--- src/id_ctrl_pkg.sv ---
/*
 * Control encodings passed from the decoder to the operand mux,
 * the execute FSM and the EX/LSU interfaces
 */

package id_ctrl_pkg;

  // ALU operation, arithmetic and compare share one encoding space
  typedef enum logic [3:0] {
    ALU_ADD  = 4'd0,
    ALU_SUB  = 4'd1,
    ALU_XOR  = 4'd2,
    ALU_OR   = 4'd3,
    ALU_AND  = 4'd4,
    ALU_SLL  = 4'd5,
    ALU_SRL  = 4'd6,
    ALU_SRA  = 4'd7,
    ALU_SLT  = 4'd8,
    ALU_SLTU = 4'd9,
    // Branch comparisons
    ALU_EQ   = 4'd10,
    ALU_NE   = 4'd11,
    ALU_LT   = 4'd12,
    ALU_GE   = 4'd13,
    ALU_LTU  = 4'd14,
    ALU_GEU  = 4'd15
  } alu_op_e;

  // Operand A source
  typedef enum logic [1:0] {
    OP_A_REG  = 2'd0,
    OP_A_PC   = 2'd1,
    OP_A_ZERO = 2'd2
  } op_a_sel_e;

  // Operand B source
  typedef enum logic {
    OP_B_REG = 1'b0,
    OP_B_IMM = 1'b1
  } op_b_sel_e;

  // Immediate feeding operand B
  typedef enum logic [2:0] {
    IMM_I   = 3'd0,
    IMM_S   = 3'd1,
    IMM_B   = 3'd2,
    IMM_U   = 3'd3,
    IMM_J   = 3'd4,
    IMM_INC = 3'd5
  } imm_b_sel_e;

  // LSU access size
  typedef enum logic [1:0] {
    WORD = 2'b00,
    HALF = 2'b01,
    BYTE = 2'b10
  } lsu_type_e;

  // Execution path through the FSM
  typedef enum logic [1:0] {
    CLS_ALU    = 2'd0,
    CLS_MEM    = 2'd1,
    CLS_BRANCH = 2'd2,
    CLS_JUMP   = 2'd3
  } instr_class_e;

endpackage

--- src/riscv_isa_pkg.sv ---
/*
 * RV32I ISA constants: data and register index widths, major opcodes,
 * instruction field positions, funct3/funct7 codes and the PC increment
 */

package riscv_isa_pkg;

  // Data, address and register index widths
  localparam int unsigned XLEN       = 32;
  localparam int unsigned REG_ADDR_W = 5;

  // Field positions and widths inside a 32-bit instruction
  localparam int unsigned RD_LSB   = 7;
  localparam int unsigned F3_LSB   = 12;
  localparam int unsigned RS1_LSB  = 15;
  localparam int unsigned RS2_LSB  = 20;
  localparam int unsigned F7_LSB   = 25;
  localparam int unsigned FUNCT3_W = 3;
  localparam int unsigned FUNCT7_W = 7;

  // Major opcodes handled by the decode stage
  typedef enum logic [6:0] {
    OPC_LUI    = 7'h37,
    OPC_AUIPC  = 7'h17,
    OPC_JAL    = 7'h6f,
    OPC_JALR   = 7'h67,
    OPC_BRANCH = 7'h63,
    OPC_LOAD   = 7'h03,
    OPC_STORE  = 7'h23,
    OPC_OP_IMM = 7'h13,
    OPC_OP     = 7'h33
  } opcode_e;

  // Branch conditions
  localparam logic [2:0] F3_BEQ  = 3'b000;
  localparam logic [2:0] F3_BNE  = 3'b001;
  localparam logic [2:0] F3_BLT  = 3'b100;
  localparam logic [2:0] F3_BGE  = 3'b101;
  localparam logic [2:0] F3_BLTU = 3'b110;
  localparam logic [2:0] F3_BGEU = 3'b111;

  // Load/store access sizes, bit 2 marks an unsigned load
  localparam logic [2:0] F3_B  = 3'b000;
  localparam logic [2:0] F3_H  = 3'b001;
  localparam logic [2:0] F3_W  = 3'b010;
  localparam logic [2:0] F3_BU = 3'b100;
  localparam logic [2:0] F3_HU = 3'b101;

  // Register/immediate ALU operations
  localparam logic [2:0] F3_ADD  = 3'b000;
  localparam logic [2:0] F3_SLL  = 3'b001;
  localparam logic [2:0] F3_SLT  = 3'b010;
  localparam logic [2:0] F3_SLTU = 3'b011;
  localparam logic [2:0] F3_XOR  = 3'b100;
  localparam logic [2:0] F3_SR   = 3'b101;
  localparam logic [2:0] F3_OR   = 3'b110;
  localparam logic [2:0] F3_AND  = 3'b111;

  // Alternate funct7, selects SUB and SRA
  localparam logic [6:0] F7_ALT = 7'b0100000;

  // Link address increment
  localparam logic [XLEN-1:0] INSN_INC = 32'd4;

endpackage
--- src/id_stage.sv ---
/*
 * Decode stage top: decoder, operand mux and execute FSM
 */

`timescale 1ns/1ns

module id_stage import riscv_isa_pkg::*; import id_ctrl_pkg::*; (
  input  logic                  clk_i,
  input  logic                  rst_ni,
  // Fetch side
  input  logic                  instr_valid_i,
  input  logic [XLEN-1:0]       instr_rdata_i,
  input  logic [XLEN-1:0]       pc_id_i,
  output logic                  id_in_ready_o,
  output logic                  illegal_insn_o,
  // Register file
  output logic [REG_ADDR_W-1:0] rf_raddr_a_o,
  output logic [REG_ADDR_W-1:0] rf_raddr_b_o,
  input  logic [XLEN-1:0]       rf_rdata_a_i,
  input  logic [XLEN-1:0]       rf_rdata_b_i,
  output logic [REG_ADDR_W-1:0] rf_waddr_o,
  output logic                  rf_we_o,
  // EX stage
  output alu_op_e               alu_operator_o,
  output logic [XLEN-1:0]       alu_operand_a_o,
  output logic [XLEN-1:0]       alu_operand_b_o,
  input  logic                  branch_decision_i,
  output logic                  pc_set_o,
  // LSU
  output logic                  lsu_req_o,
  output logic                  lsu_we_o,
  output lsu_type_e             lsu_type_o,
  output logic                  lsu_sign_ext_o,
  output logic [XLEN-1:0]       lsu_wdata_o,
  input  logic                  lsu_resp_valid_i
);

  logic         dec_illegal;
  instr_class_e dec_class;
  op_a_sel_e    op_a_sel;
  op_b_sel_e    op_b_sel;
  imm_b_sel_e   imm_b_sel;
  logic         dec_rf_we;
  logic         first_cycle;

  id_decoder u_decoder (
    .instr_i       (instr_rdata_i),
    .illegal_o     (dec_illegal),
    .class_o       (dec_class),
    .alu_operator_o(alu_operator_o),
    .op_a_sel_o    (op_a_sel),
    .op_b_sel_o    (op_b_sel),
    .imm_b_sel_o   (imm_b_sel),
    .rf_raddr_a_o  (rf_raddr_a_o),
    .rf_raddr_b_o  (rf_raddr_b_o),
    .rf_waddr_o    (rf_waddr_o),
    .rf_we_o       (dec_rf_we),
    .lsu_we_o      (lsu_we_o),
    .lsu_type_o    (lsu_type_o),
    .lsu_sign_ext_o(lsu_sign_ext_o)
  );

  // Operands follow the FSM cycle for branch targets and link addresses
  id_operand_mux u_operand_mux (
    .instr_i      (instr_rdata_i),
    .pc_i         (pc_id_i),
    .rf_rdata_a_i (rf_rdata_a_i),
    .rf_rdata_b_i (rf_rdata_b_i),
    .op_a_sel_i   (op_a_sel),
    .op_b_sel_i   (op_b_sel),
    .imm_b_sel_i  (imm_b_sel),
    .class_i      (dec_class),
    .first_cycle_i(first_cycle),
    .operand_a_o  (alu_operand_a_o),
    .operand_b_o  (alu_operand_b_o),
    .lsu_wdata_o  (lsu_wdata_o)
  );

  id_ex_fsm u_ex_fsm (
    .clk_i            (clk_i),
    .rst_ni           (rst_ni),
    .instr_valid_i    (instr_valid_i),
    .illegal_i        (dec_illegal),
    .class_i          (dec_class),
    .dec_rf_we_i      (dec_rf_we),
    .branch_decision_i(branch_decision_i),
    .lsu_resp_valid_i (lsu_resp_valid_i),
    .first_cycle_o    (first_cycle),
    .illegal_o        (illegal_insn_o),
    .lsu_req_o        (lsu_req_o),
    .pc_set_o         (pc_set_o),
    .rf_we_o          (rf_we_o),
    .id_in_ready_o    (id_in_ready_o)
  );

endmodule

--- src/id_ex_fsm.sv ---
/*
 * First-cycle/multi-cycle execute FSM with stall, retire,
 * PC-set, LSU request and register write gating
 */

`timescale 1ns/1ns

module id_ex_fsm import id_ctrl_pkg::*; (
  input  logic         clk_i,
  input  logic         rst_ni,
  input  logic         instr_valid_i,
  input  logic         illegal_i,
  input  instr_class_e class_i,
  input  logic         dec_rf_we_i,
  input  logic         branch_decision_i,
  input  logic         lsu_resp_valid_i,
  output logic         first_cycle_o,
  output logic         illegal_o,
  output logic         lsu_req_o,
  output logic         pc_set_o,
  output logic         rf_we_o,
  output logic         id_in_ready_o
);

  typedef enum logic {
    FIRST_CYCLE = 1'b0,
    MULTI_CYCLE = 1'b1
  } id_fsm_e;

  id_fsm_e      fsm_q;
  id_fsm_e      fsm_d;
  logic         branch_taken_q;
  logic         branch_taken_d;
  logic         first_cycle;
  logic         stall;
  logic         done;
  instr_class_e cls;

  // Illegal instructions always go down the single-cycle path
  assign cls         = illegal_i ? CLS_ALU : class_i;
  assign first_cycle = (fsm_q == FIRST_CYCLE);

  //////////////////////////////
  // Next state and stall
  //////////////////////////////

  always_comb begin
    fsm_d          = fsm_q;
    stall          = 1'b0;
    pc_set_o       = 1'b0;
    lsu_req_o      = 1'b0;
    branch_taken_d = 1'b0;

    if (instr_valid_i) begin
      if (first_cycle) begin
        case (cls)
          CLS_MEM: begin
            // Request goes out once, then wait for the response
            lsu_req_o = 1'b1;
            stall     = 1'b1;
            fsm_d     = MULTI_CYCLE;
          end
          CLS_BRANCH: begin
            // Only a taken branch needs the target cycle
            branch_taken_d = branch_decision_i;
            stall          = branch_decision_i;
            fsm_d          = branch_decision_i ? MULTI_CYCLE : FIRST_CYCLE;
          end
          CLS_JUMP: begin
            pc_set_o = 1'b1;
            stall    = 1'b1;
            fsm_d    = MULTI_CYCLE;
          end
          default: fsm_d = FIRST_CYCLE;
        endcase
      end else begin
        // Memory ops hold until the response, others finish now
        stall    = (cls == CLS_MEM) & ~lsu_resp_valid_i;
        pc_set_o = (cls == CLS_BRANCH) & branch_taken_q;
        fsm_d    = stall ? MULTI_CYCLE : FIRST_CYCLE;
      end
    end
  end

  assign done = instr_valid_i & ~stall;

  //////////////////////////////
  // State registers
  //////////////////////////////

  always_ff @(posedge clk_i or negedge rst_ni) begin
    if (!rst_ni) begin
      fsm_q          <= FIRST_CYCLE;
      branch_taken_q <= 1'b0;
    end else begin
      fsm_q          <= fsm_d;
      branch_taken_q <= branch_taken_d;
    end
  end

  // Retire cycle gates the handshake and the write
  assign id_in_ready_o = done;
  assign rf_we_o       = done & dec_rf_we_i;
  assign illegal_o     = instr_valid_i & illegal_i;
  assign first_cycle_o = first_cycle;

endmodule

--- src/id_operand_mux.sv ---
/*
 * Immediate extraction and ALU operand selection,
 * including the second-cycle overrides for branches and jumps
 */

`timescale 1ns/1ns

module id_operand_mux import riscv_isa_pkg::*; import id_ctrl_pkg::*; (
  input  logic [XLEN-1:0] instr_i,
  input  logic [XLEN-1:0] pc_i,
  input  logic [XLEN-1:0] rf_rdata_a_i,
  input  logic [XLEN-1:0] rf_rdata_b_i,
  input  op_a_sel_e       op_a_sel_i,
  input  op_b_sel_e       op_b_sel_i,
  input  imm_b_sel_e      imm_b_sel_i,
  input  instr_class_e    class_i,
  input  logic            first_cycle_i,
  output logic [XLEN-1:0] operand_a_o,
  output logic [XLEN-1:0] operand_b_o,
  output logic [XLEN-1:0] lsu_wdata_o
);

  logic [XLEN-1:0] imm_i_type;
  logic [XLEN-1:0] imm_s_type;
  logic [XLEN-1:0] imm_b_type;
  logic [XLEN-1:0] imm_u_type;
  logic [XLEN-1:0] imm_j_type;
  logic [XLEN-1:0] imm_b;
  logic            second_branch;
  logic            second_jump;
  op_a_sel_e       op_a_sel;
  op_b_sel_e       op_b_sel;
  imm_b_sel_e      imm_b_sel;

  // Sign-extended immediates, instr[31] is the sign for all of them
  assign imm_i_type = {{20{instr_i[31]}}, instr_i[31:20]};
  assign imm_s_type = {{20{instr_i[31]}}, instr_i[31:25], instr_i[11:7]};
  assign imm_b_type = {{19{instr_i[31]}}, instr_i[31], instr_i[7], instr_i[30:25],
                       instr_i[11:8], 1'b0};
  assign imm_u_type = {instr_i[31:12], 12'b0};
  assign imm_j_type = {{11{instr_i[31]}}, instr_i[31], instr_i[19:12], instr_i[20],
                       instr_i[30:21], 1'b0};

  // Second cycle of a branch computes the target, of a jump the link address
  assign second_branch = ~first_cycle_i & (class_i == CLS_BRANCH);
  assign second_jump   = ~first_cycle_i & (class_i == CLS_JUMP);

  assign op_a_sel  = (second_branch | second_jump) ? OP_A_PC : op_a_sel_i;
  assign op_b_sel  = (second_branch | second_jump) ? OP_B_IMM : op_b_sel_i;
  assign imm_b_sel = second_branch ? IMM_B :
                     second_jump   ? IMM_INC : imm_b_sel_i;

  //////////////////////////////
  // Operand muxes
  //////////////////////////////

  always_comb begin
    case (imm_b_sel)
      IMM_I:   imm_b = imm_i_type;
      IMM_S:   imm_b = imm_s_type;
      IMM_B:   imm_b = imm_b_type;
      IMM_U:   imm_b = imm_u_type;
      IMM_J:   imm_b = imm_j_type;
      default: imm_b = INSN_INC;
    endcase
  end

  always_comb begin
    case (op_a_sel)
      OP_A_REG: operand_a_o = rf_rdata_a_i;
      OP_A_PC:  operand_a_o = pc_i;
      default:  operand_a_o = '0;
    endcase
  end

  assign operand_b_o = (op_b_sel == OP_B_IMM) ? imm_b : rf_rdata_b_i;

  // Store data is rs2 unmodified
  assign lsu_wdata_o = rf_rdata_b_i;

endmodule

--- src/id_decoder.sv ---
/*
 * Combinational RV32I decoder: instruction class, ALU operator,
 * operand and immediate selects, register addresses, LSU attributes, legality
 */

`timescale 1ns/1ns

module id_decoder import riscv_isa_pkg::*; import id_ctrl_pkg::*; (
  input  logic [XLEN-1:0]       instr_i,
  output logic                  illegal_o,
  output instr_class_e          class_o,
  output alu_op_e               alu_operator_o,
  output op_a_sel_e             op_a_sel_o,
  output op_b_sel_e             op_b_sel_o,
  output imm_b_sel_e            imm_b_sel_o,
  output logic [REG_ADDR_W-1:0] rf_raddr_a_o,
  output logic [REG_ADDR_W-1:0] rf_raddr_b_o,
  output logic [REG_ADDR_W-1:0] rf_waddr_o,
  output logic                  rf_we_o,
  output logic                  lsu_we_o,
  output lsu_type_e             lsu_type_o,
  output logic                  lsu_sign_ext_o
);

  opcode_e                 opcode;
  logic [FUNCT3_W-1:0]     funct3;
  logic [FUNCT7_W-1:0]     funct7;
  logic                    f7_alt;
  logic                    f7_zero;
  logic                    illegal;
  logic                    we;

  //////////////////////////////
  // Field extraction
  //////////////////////////////

  assign opcode  = opcode_e'(instr_i[6:0]);
  assign funct3  = instr_i[F3_LSB +: FUNCT3_W];
  assign funct7  = instr_i[F7_LSB +: FUNCT7_W];
  assign f7_alt  = (funct7 == F7_ALT);
  assign f7_zero = (funct7 == '0);

  // Register addresses come straight from the fixed fields
  assign rf_raddr_a_o = instr_i[RS1_LSB +: REG_ADDR_W];
  assign rf_raddr_b_o = instr_i[RS2_LSB +: REG_ADDR_W];
  assign rf_waddr_o   = instr_i[RD_LSB +: REG_ADDR_W];

  //////////////////////////////
  // Control decode
  //////////////////////////////

  always_comb begin
    // Defaults describe an ALU op on rs1 and the I immediate
    illegal        = 1'b0;
    class_o        = CLS_ALU;
    alu_operator_o = ALU_ADD;
    op_a_sel_o     = OP_A_REG;
    op_b_sel_o     = OP_B_IMM;
    imm_b_sel_o    = IMM_I;
    we             = 1'b0;
    lsu_we_o       = 1'b0;
    lsu_type_o     = WORD;
    lsu_sign_ext_o = 1'b0;

    case (opcode)
      OPC_LUI: begin
        op_a_sel_o  = OP_A_ZERO;
        imm_b_sel_o = IMM_U;
        we          = 1'b1;
      end
      OPC_AUIPC: begin
        op_a_sel_o  = OP_A_PC;
        imm_b_sel_o = IMM_U;
        we          = 1'b1;
      end
      OPC_JAL: begin
        // Target is PC + J immediate, link added by the operand mux
        class_o     = CLS_JUMP;
        op_a_sel_o  = OP_A_PC;
        imm_b_sel_o = IMM_J;
        we          = 1'b1;
      end
      OPC_JALR: begin
        class_o = CLS_JUMP;
        we      = 1'b1;
        illegal = (funct3 != 3'b000);
      end
      OPC_BRANCH: begin
        // Compare rs1 against rs2, B immediate used for the target
        class_o     = CLS_BRANCH;
        op_b_sel_o  = OP_B_REG;
        imm_b_sel_o = IMM_B;
        case (funct3)
          F3_BEQ:  alu_operator_o = ALU_EQ;
          F3_BNE:  alu_operator_o = ALU_NE;
          F3_BLT:  alu_operator_o = ALU_LT;
          F3_BGE:  alu_operator_o = ALU_GE;
          F3_BLTU: alu_operator_o = ALU_LTU;
          F3_BGEU: alu_operator_o = ALU_GEU;
          default: illegal = 1'b1;
        endcase
      end
      OPC_LOAD: begin
        class_o        = CLS_MEM;
        we             = 1'b1;
        lsu_sign_ext_o = ~funct3[2];
        case (funct3)
          F3_B, F3_BU: lsu_type_o = BYTE;
          F3_H, F3_HU: lsu_type_o = HALF;
          F3_W:        lsu_type_o = WORD;
          default:     illegal = 1'b1;
        endcase
      end
      OPC_STORE: begin
        class_o     = CLS_MEM;
        imm_b_sel_o = IMM_S;
        lsu_we_o    = 1'b1;
        case (funct3)
          F3_B:    lsu_type_o = BYTE;
          F3_H:    lsu_type_o = HALF;
          F3_W:    lsu_type_o = WORD;
          default: illegal = 1'b1;
        endcase
      end
      OPC_OP_IMM, OPC_OP: begin
        we = 1'b1;
        if (opcode == OPC_OP) begin
          op_b_sel_o = OP_B_REG;
        end
        case (funct3)
          F3_ADD:  alu_operator_o = (opcode == OPC_OP && f7_alt) ? ALU_SUB : ALU_ADD;
          F3_SLL:  alu_operator_o = ALU_SLL;
          F3_SLT:  alu_operator_o = ALU_SLT;
          F3_SLTU: alu_operator_o = ALU_SLTU;
          F3_XOR:  alu_operator_o = ALU_XOR;
          F3_SR:   alu_operator_o = f7_alt ? ALU_SRA : ALU_SRL;
          F3_OR:   alu_operator_o = ALU_OR;
          default: alu_operator_o = ALU_AND;
        endcase
        // Register ops allow funct7 of zero, or ALT for SUB and SRA only
        if (opcode == OPC_OP) begin
          illegal = !(f7_zero || (f7_alt && (funct3 == F3_ADD || funct3 == F3_SR)));
        end else if (funct3 == F3_SLL) begin
          illegal = !f7_zero;
        end else if (funct3 == F3_SR) begin
          illegal = !(f7_zero || f7_alt);
        end
      end
      default: illegal = 1'b1;
    endcase

    // Illegal encodings take the single-cycle path with no side effects
    if (illegal) begin
      class_o  = CLS_ALU;
      we       = 1'b0;
      lsu_we_o = 1'b0;
    end
  end

  assign illegal_o = illegal;

  // Writes to x0 are dropped here
  assign rf_we_o = we & (rf_waddr_o != '0);

endmodule

--- config.mk ---
export PLATFORM = sky130hd
export DESIGN_NAME = id_stage
export DESIGN_NICKNAME = d
export VERILOG_FILES = /design/src/id_ctrl_pkg.sv /design/src/riscv_isa_pkg.sv /design/src/id_stage.sv /design/src/id_ex_fsm.sv /design/src/id_operand_mux.sv /design/src/id_decoder.sv
export SDC_FILE = /design/constraint.sdc
export NUM_CORES = 1
export LEC_CHECK = 0
export BUFFER_PORTS_ARGS = -buffer_cell sky130_fd_sc_hd__clkbuf_2
export CAP_MARGIN = 25
export CORE_AREA = 2 2 98 100
export DETAILED_ROUTE_END_ITERATION = 12
export DIE_AREA = 0 0 100 102
export GPL_ROUTABILITY_DRIVEN = 0
export MAX_ROUTING_LAYER = met4
export SYNTH_ARGS = -nofsm -noshare
export SYNTH_HDL_FRONTEND = slang
export SYNTH_HIERARCHICAL = 1
export SYNTH_SLANG_ARGS = --single-unit
export TNS_END_PERCENT = 30
--- constraint.sdc ---
create_clock -name clk_i -period 8 [get_ports clk_i]
set_clock_uncertainty 0.1 [all_clocks]
set_input_delay 0.4 -clock clk_i [delete_from_list [all_inputs] [get_ports clk_i]]
set_output_delay 0.4 -clock clk_i [all_outputs]
set_load 0.03 [all_outputs]
==> run metrics <==
Reg power frac=0.043; pwr/cell area=76.9 nW/µm²; met3 GRT Util=0.0239; pin count of the biggest net entering global routing=31; Initial Util=0.229; RSZ-0062 raised after global routing=no; Synth Cell Area=2090 µm²; Int Power=110 µW; clock period minus worst slack=4.39 ns; Post-DRT Antenna Nets=0; # rows=35; cell taking the most area after synthesis=buf_4; VDD IR max=40.6 µV; Crit path arrival time=3.89 ns; Clk pwr share=0.161; Synth Area in Adders=0.00539; Synth Area in Compound Gates=0.437; xor/xnor share of the synthesized area=0.00419; Fin. Hold Viols=0; post-synth cell types=62; most used standard cell by instance count after synthesis=buf_4; initial antenna violation count=0; clock root buffer master=clkbuf_8; Final Util=0.343; Synth top cells by count=buf_4 (49), a22o_1 (41), nand2_1 (21), nor2_1 (16); Critical Path RT=7.50 ns; Layout area overhead=49.7%; Vias/cell=5.14; global route hottest layer=met2; vias after detailed routing=3070; CP Launch Type=input pin; main combinational cell family by area after synthesis=compound AO/OA/AOI/OAI gates; ys flop type=dfrtp_1; Setup Fix Bufs, Post-CTS=0; 1st-pass router iterations=4; clk_lat worst skew=0.21 ns; mux cell area share after synthesis=0.0192; Synth Area in Simple Gates=0.241; first-pass GRT wire length=13100 µm; CTS sink count=2; worst hold path type=in2reg; # nets final=621; CP Max Fanout=12; Die Area=10200 µm²; Max-Slew Margin vs Limit=0.444; register area=50.0 µm²; #FFs+latches synth=2; Mapped Avg Cell Area=7.18 µm²; Max Cap Viol=0; Synth area leaders=buf_4 (18%), a22o_1 (17%), a221o_1 (4.8%), nand2_1 (3.8%), buf_2 (3.1%); Die Height=102 µm; # diodes=0; CTS buffer count=3; GR Layer Usage met1=0.209; Mapped Nets=424; # fillers=984; H-tree levels=1; CTS tree=done; Core Area=9110 µm²; Lkg Pwr=1.71 nW; Post-synth EDFFs=0; NetSw=130 µW; dpl hpwl=8270 µm; post-route setup TNS=0 ns; Post-synth ARST share=1.00; Hold Slack=0.349 ns; status=finished, final reports clean; Synthesis Warnings=6; Synth Instances=291; PortBufs=256; layout cells sized above 1=0.591; Worst setup EP type=output pin; Sw Share=0.541; GRT Overall Usage=0.166; grt ovf=0; Comb pwr share=0.796; vias in the first global route=2555; area of the multi-input gates=1490 µm²; share of the synthesized area in the top cell type=0.176; WL final=9530 µm; Wirelength per Cell=16.0 µm; die width=100 µm; Final period util=0.549; Worst Max-Slew Pin Slew=0.834 ns; met2 usage=0.293; Post-route DRC=0; 1st-iter DRT viols=104; Ports=257; f_max=228 MHz; WS Path Type=in2out; post-synthesis sequential area ratio=0.0240; clock-pin slew on the worst setup and hold paths=0.03 ns; Max clock buf depth=2; Setup violations, final=0; Max Slew Vio Count=0; R2R Setup Slk=6.90 ns
-- routing by layer --
metal	routed length [µm]	part of all wire	up-vias
li1	-	-	1478
met1	3870	0.41	1381
met2	4750	0.50	209
met3	894	0.094	2
met4	12	0.0013	0
met5	0	0	-
-- area by class of cell --
class | instances | area share
repair buffers | 262 | 0.435
multi-input cells | 206 | 0.476
inverters | 13 | 0.0156
well taps | 111 | 0.0444
clock buffers | 3 | 0.0132
flip-flops and latches | 2 | 0.0160
-- flip-flops by register name, summed over array words and instances, names as in the netlist --
signal and count:
u_ex_fsm/branch_taken_q 1, u_ex_fsm/fsm_q 1
-- critical path: stages --
cell and delay, ns:
clkbuf_2 0.12, nand3b_1 0.25, nor3_1 0.63, inv_1 0.13, a21oi_1 0.54, nand2b_1 0.45, a32oi_1 0.82, nand2_1 0.13
a22o_1 0.23, clkbuf_2 0.18
-- through the flow --
stage / area, µm² / std cells / setup slack [ns] / power (mW)
global route: 3130 / 597 / 3.34 / 0.255
floorplan: 2090 / 291 / 4.53 / 0.143
detailed placement: 3080 / 593 / 3.72 / 0.202
global placement: 3010 / 588 / 3.82 / 0.200
CTS: 3130 / 597 / 3.72 / 0.243
finish: 3130 / 597 / 3.61 / 0.241
-- logic make-up after synthesis --
| logic type | Yosys count |
|---|---|
| muxes | 4 |
| xor gates and xnor gates | 1 |
| AOI/OAI and AO/OA | 112 |
| buffers and inverters | 83 |
| adders and majority gates | 1 |
| and+or+nand+nor | 88 |
| DFF | 2 |
-- worst paths after layout --
path,depth (start not counted),endpoint,start
worst max register to register,3,u_ex_fsm/fsm_q,u_ex_fsm/fsm_q
max in group asynchronous,2,u_ex_fsm/branch_taken_q,rst_ni
worst max-delay path,10,alu_operand_b_o[14],instr_rdata_i[3]
worst min-delay path,3,u_ex_fsm/branch_taken_q,branch_decision_i
worst min register to register,2,u_ex_fsm/fsm_q,u_ex_fsm/fsm_q
min in group asynchronous,2,u_ex_fsm/fsm_q,rst_ni
-- cells in the final DEF, fill, tap and decap left out, types with 2 or more instances in the layout --
cell	count
o221ai_1	2
buf_8	2
a31oi_1	2
nor4_1	5
nor2_1	15
a22o_1	41
nor2b_1	4
a22o_2	6
clkbuf_2	256
o21ai_0	11
mux2i_1	4
nand3b_1	2
a22oi_1	4
or2_2	2
nand2_1	21
buf_2	2
a221o_1	10
nor3_1	7
nor3b_1	3
o211ai_1	8
inv_1	13
nand3_1	7
a2111oi_0	2
dfrtp_1	2
nor4b_1	2
clkbuf_8	3
nand2b_1	3
o22ai_1	2
a21oi_1	10
-- power groups by stage --
stage                     Sequential (mW)  Combinational [mW]  Clock (mW)
after floorplan                    0.0104               0.132           0
after global routing               0.0103               0.204      0.0410
after CTS                          0.0103               0.192      0.0402
after global placement             0.0104               0.190           0
after detailed placement           0.0104               0.191           0
final                              0.0103               0.192      0.0388
-- repair_timing --
item	in CTS	in global routing
hold buffers	1	0
hold endpoints to repair	2	0
gates resized for setup	0	0
Power figures use the tool's default switching activity.
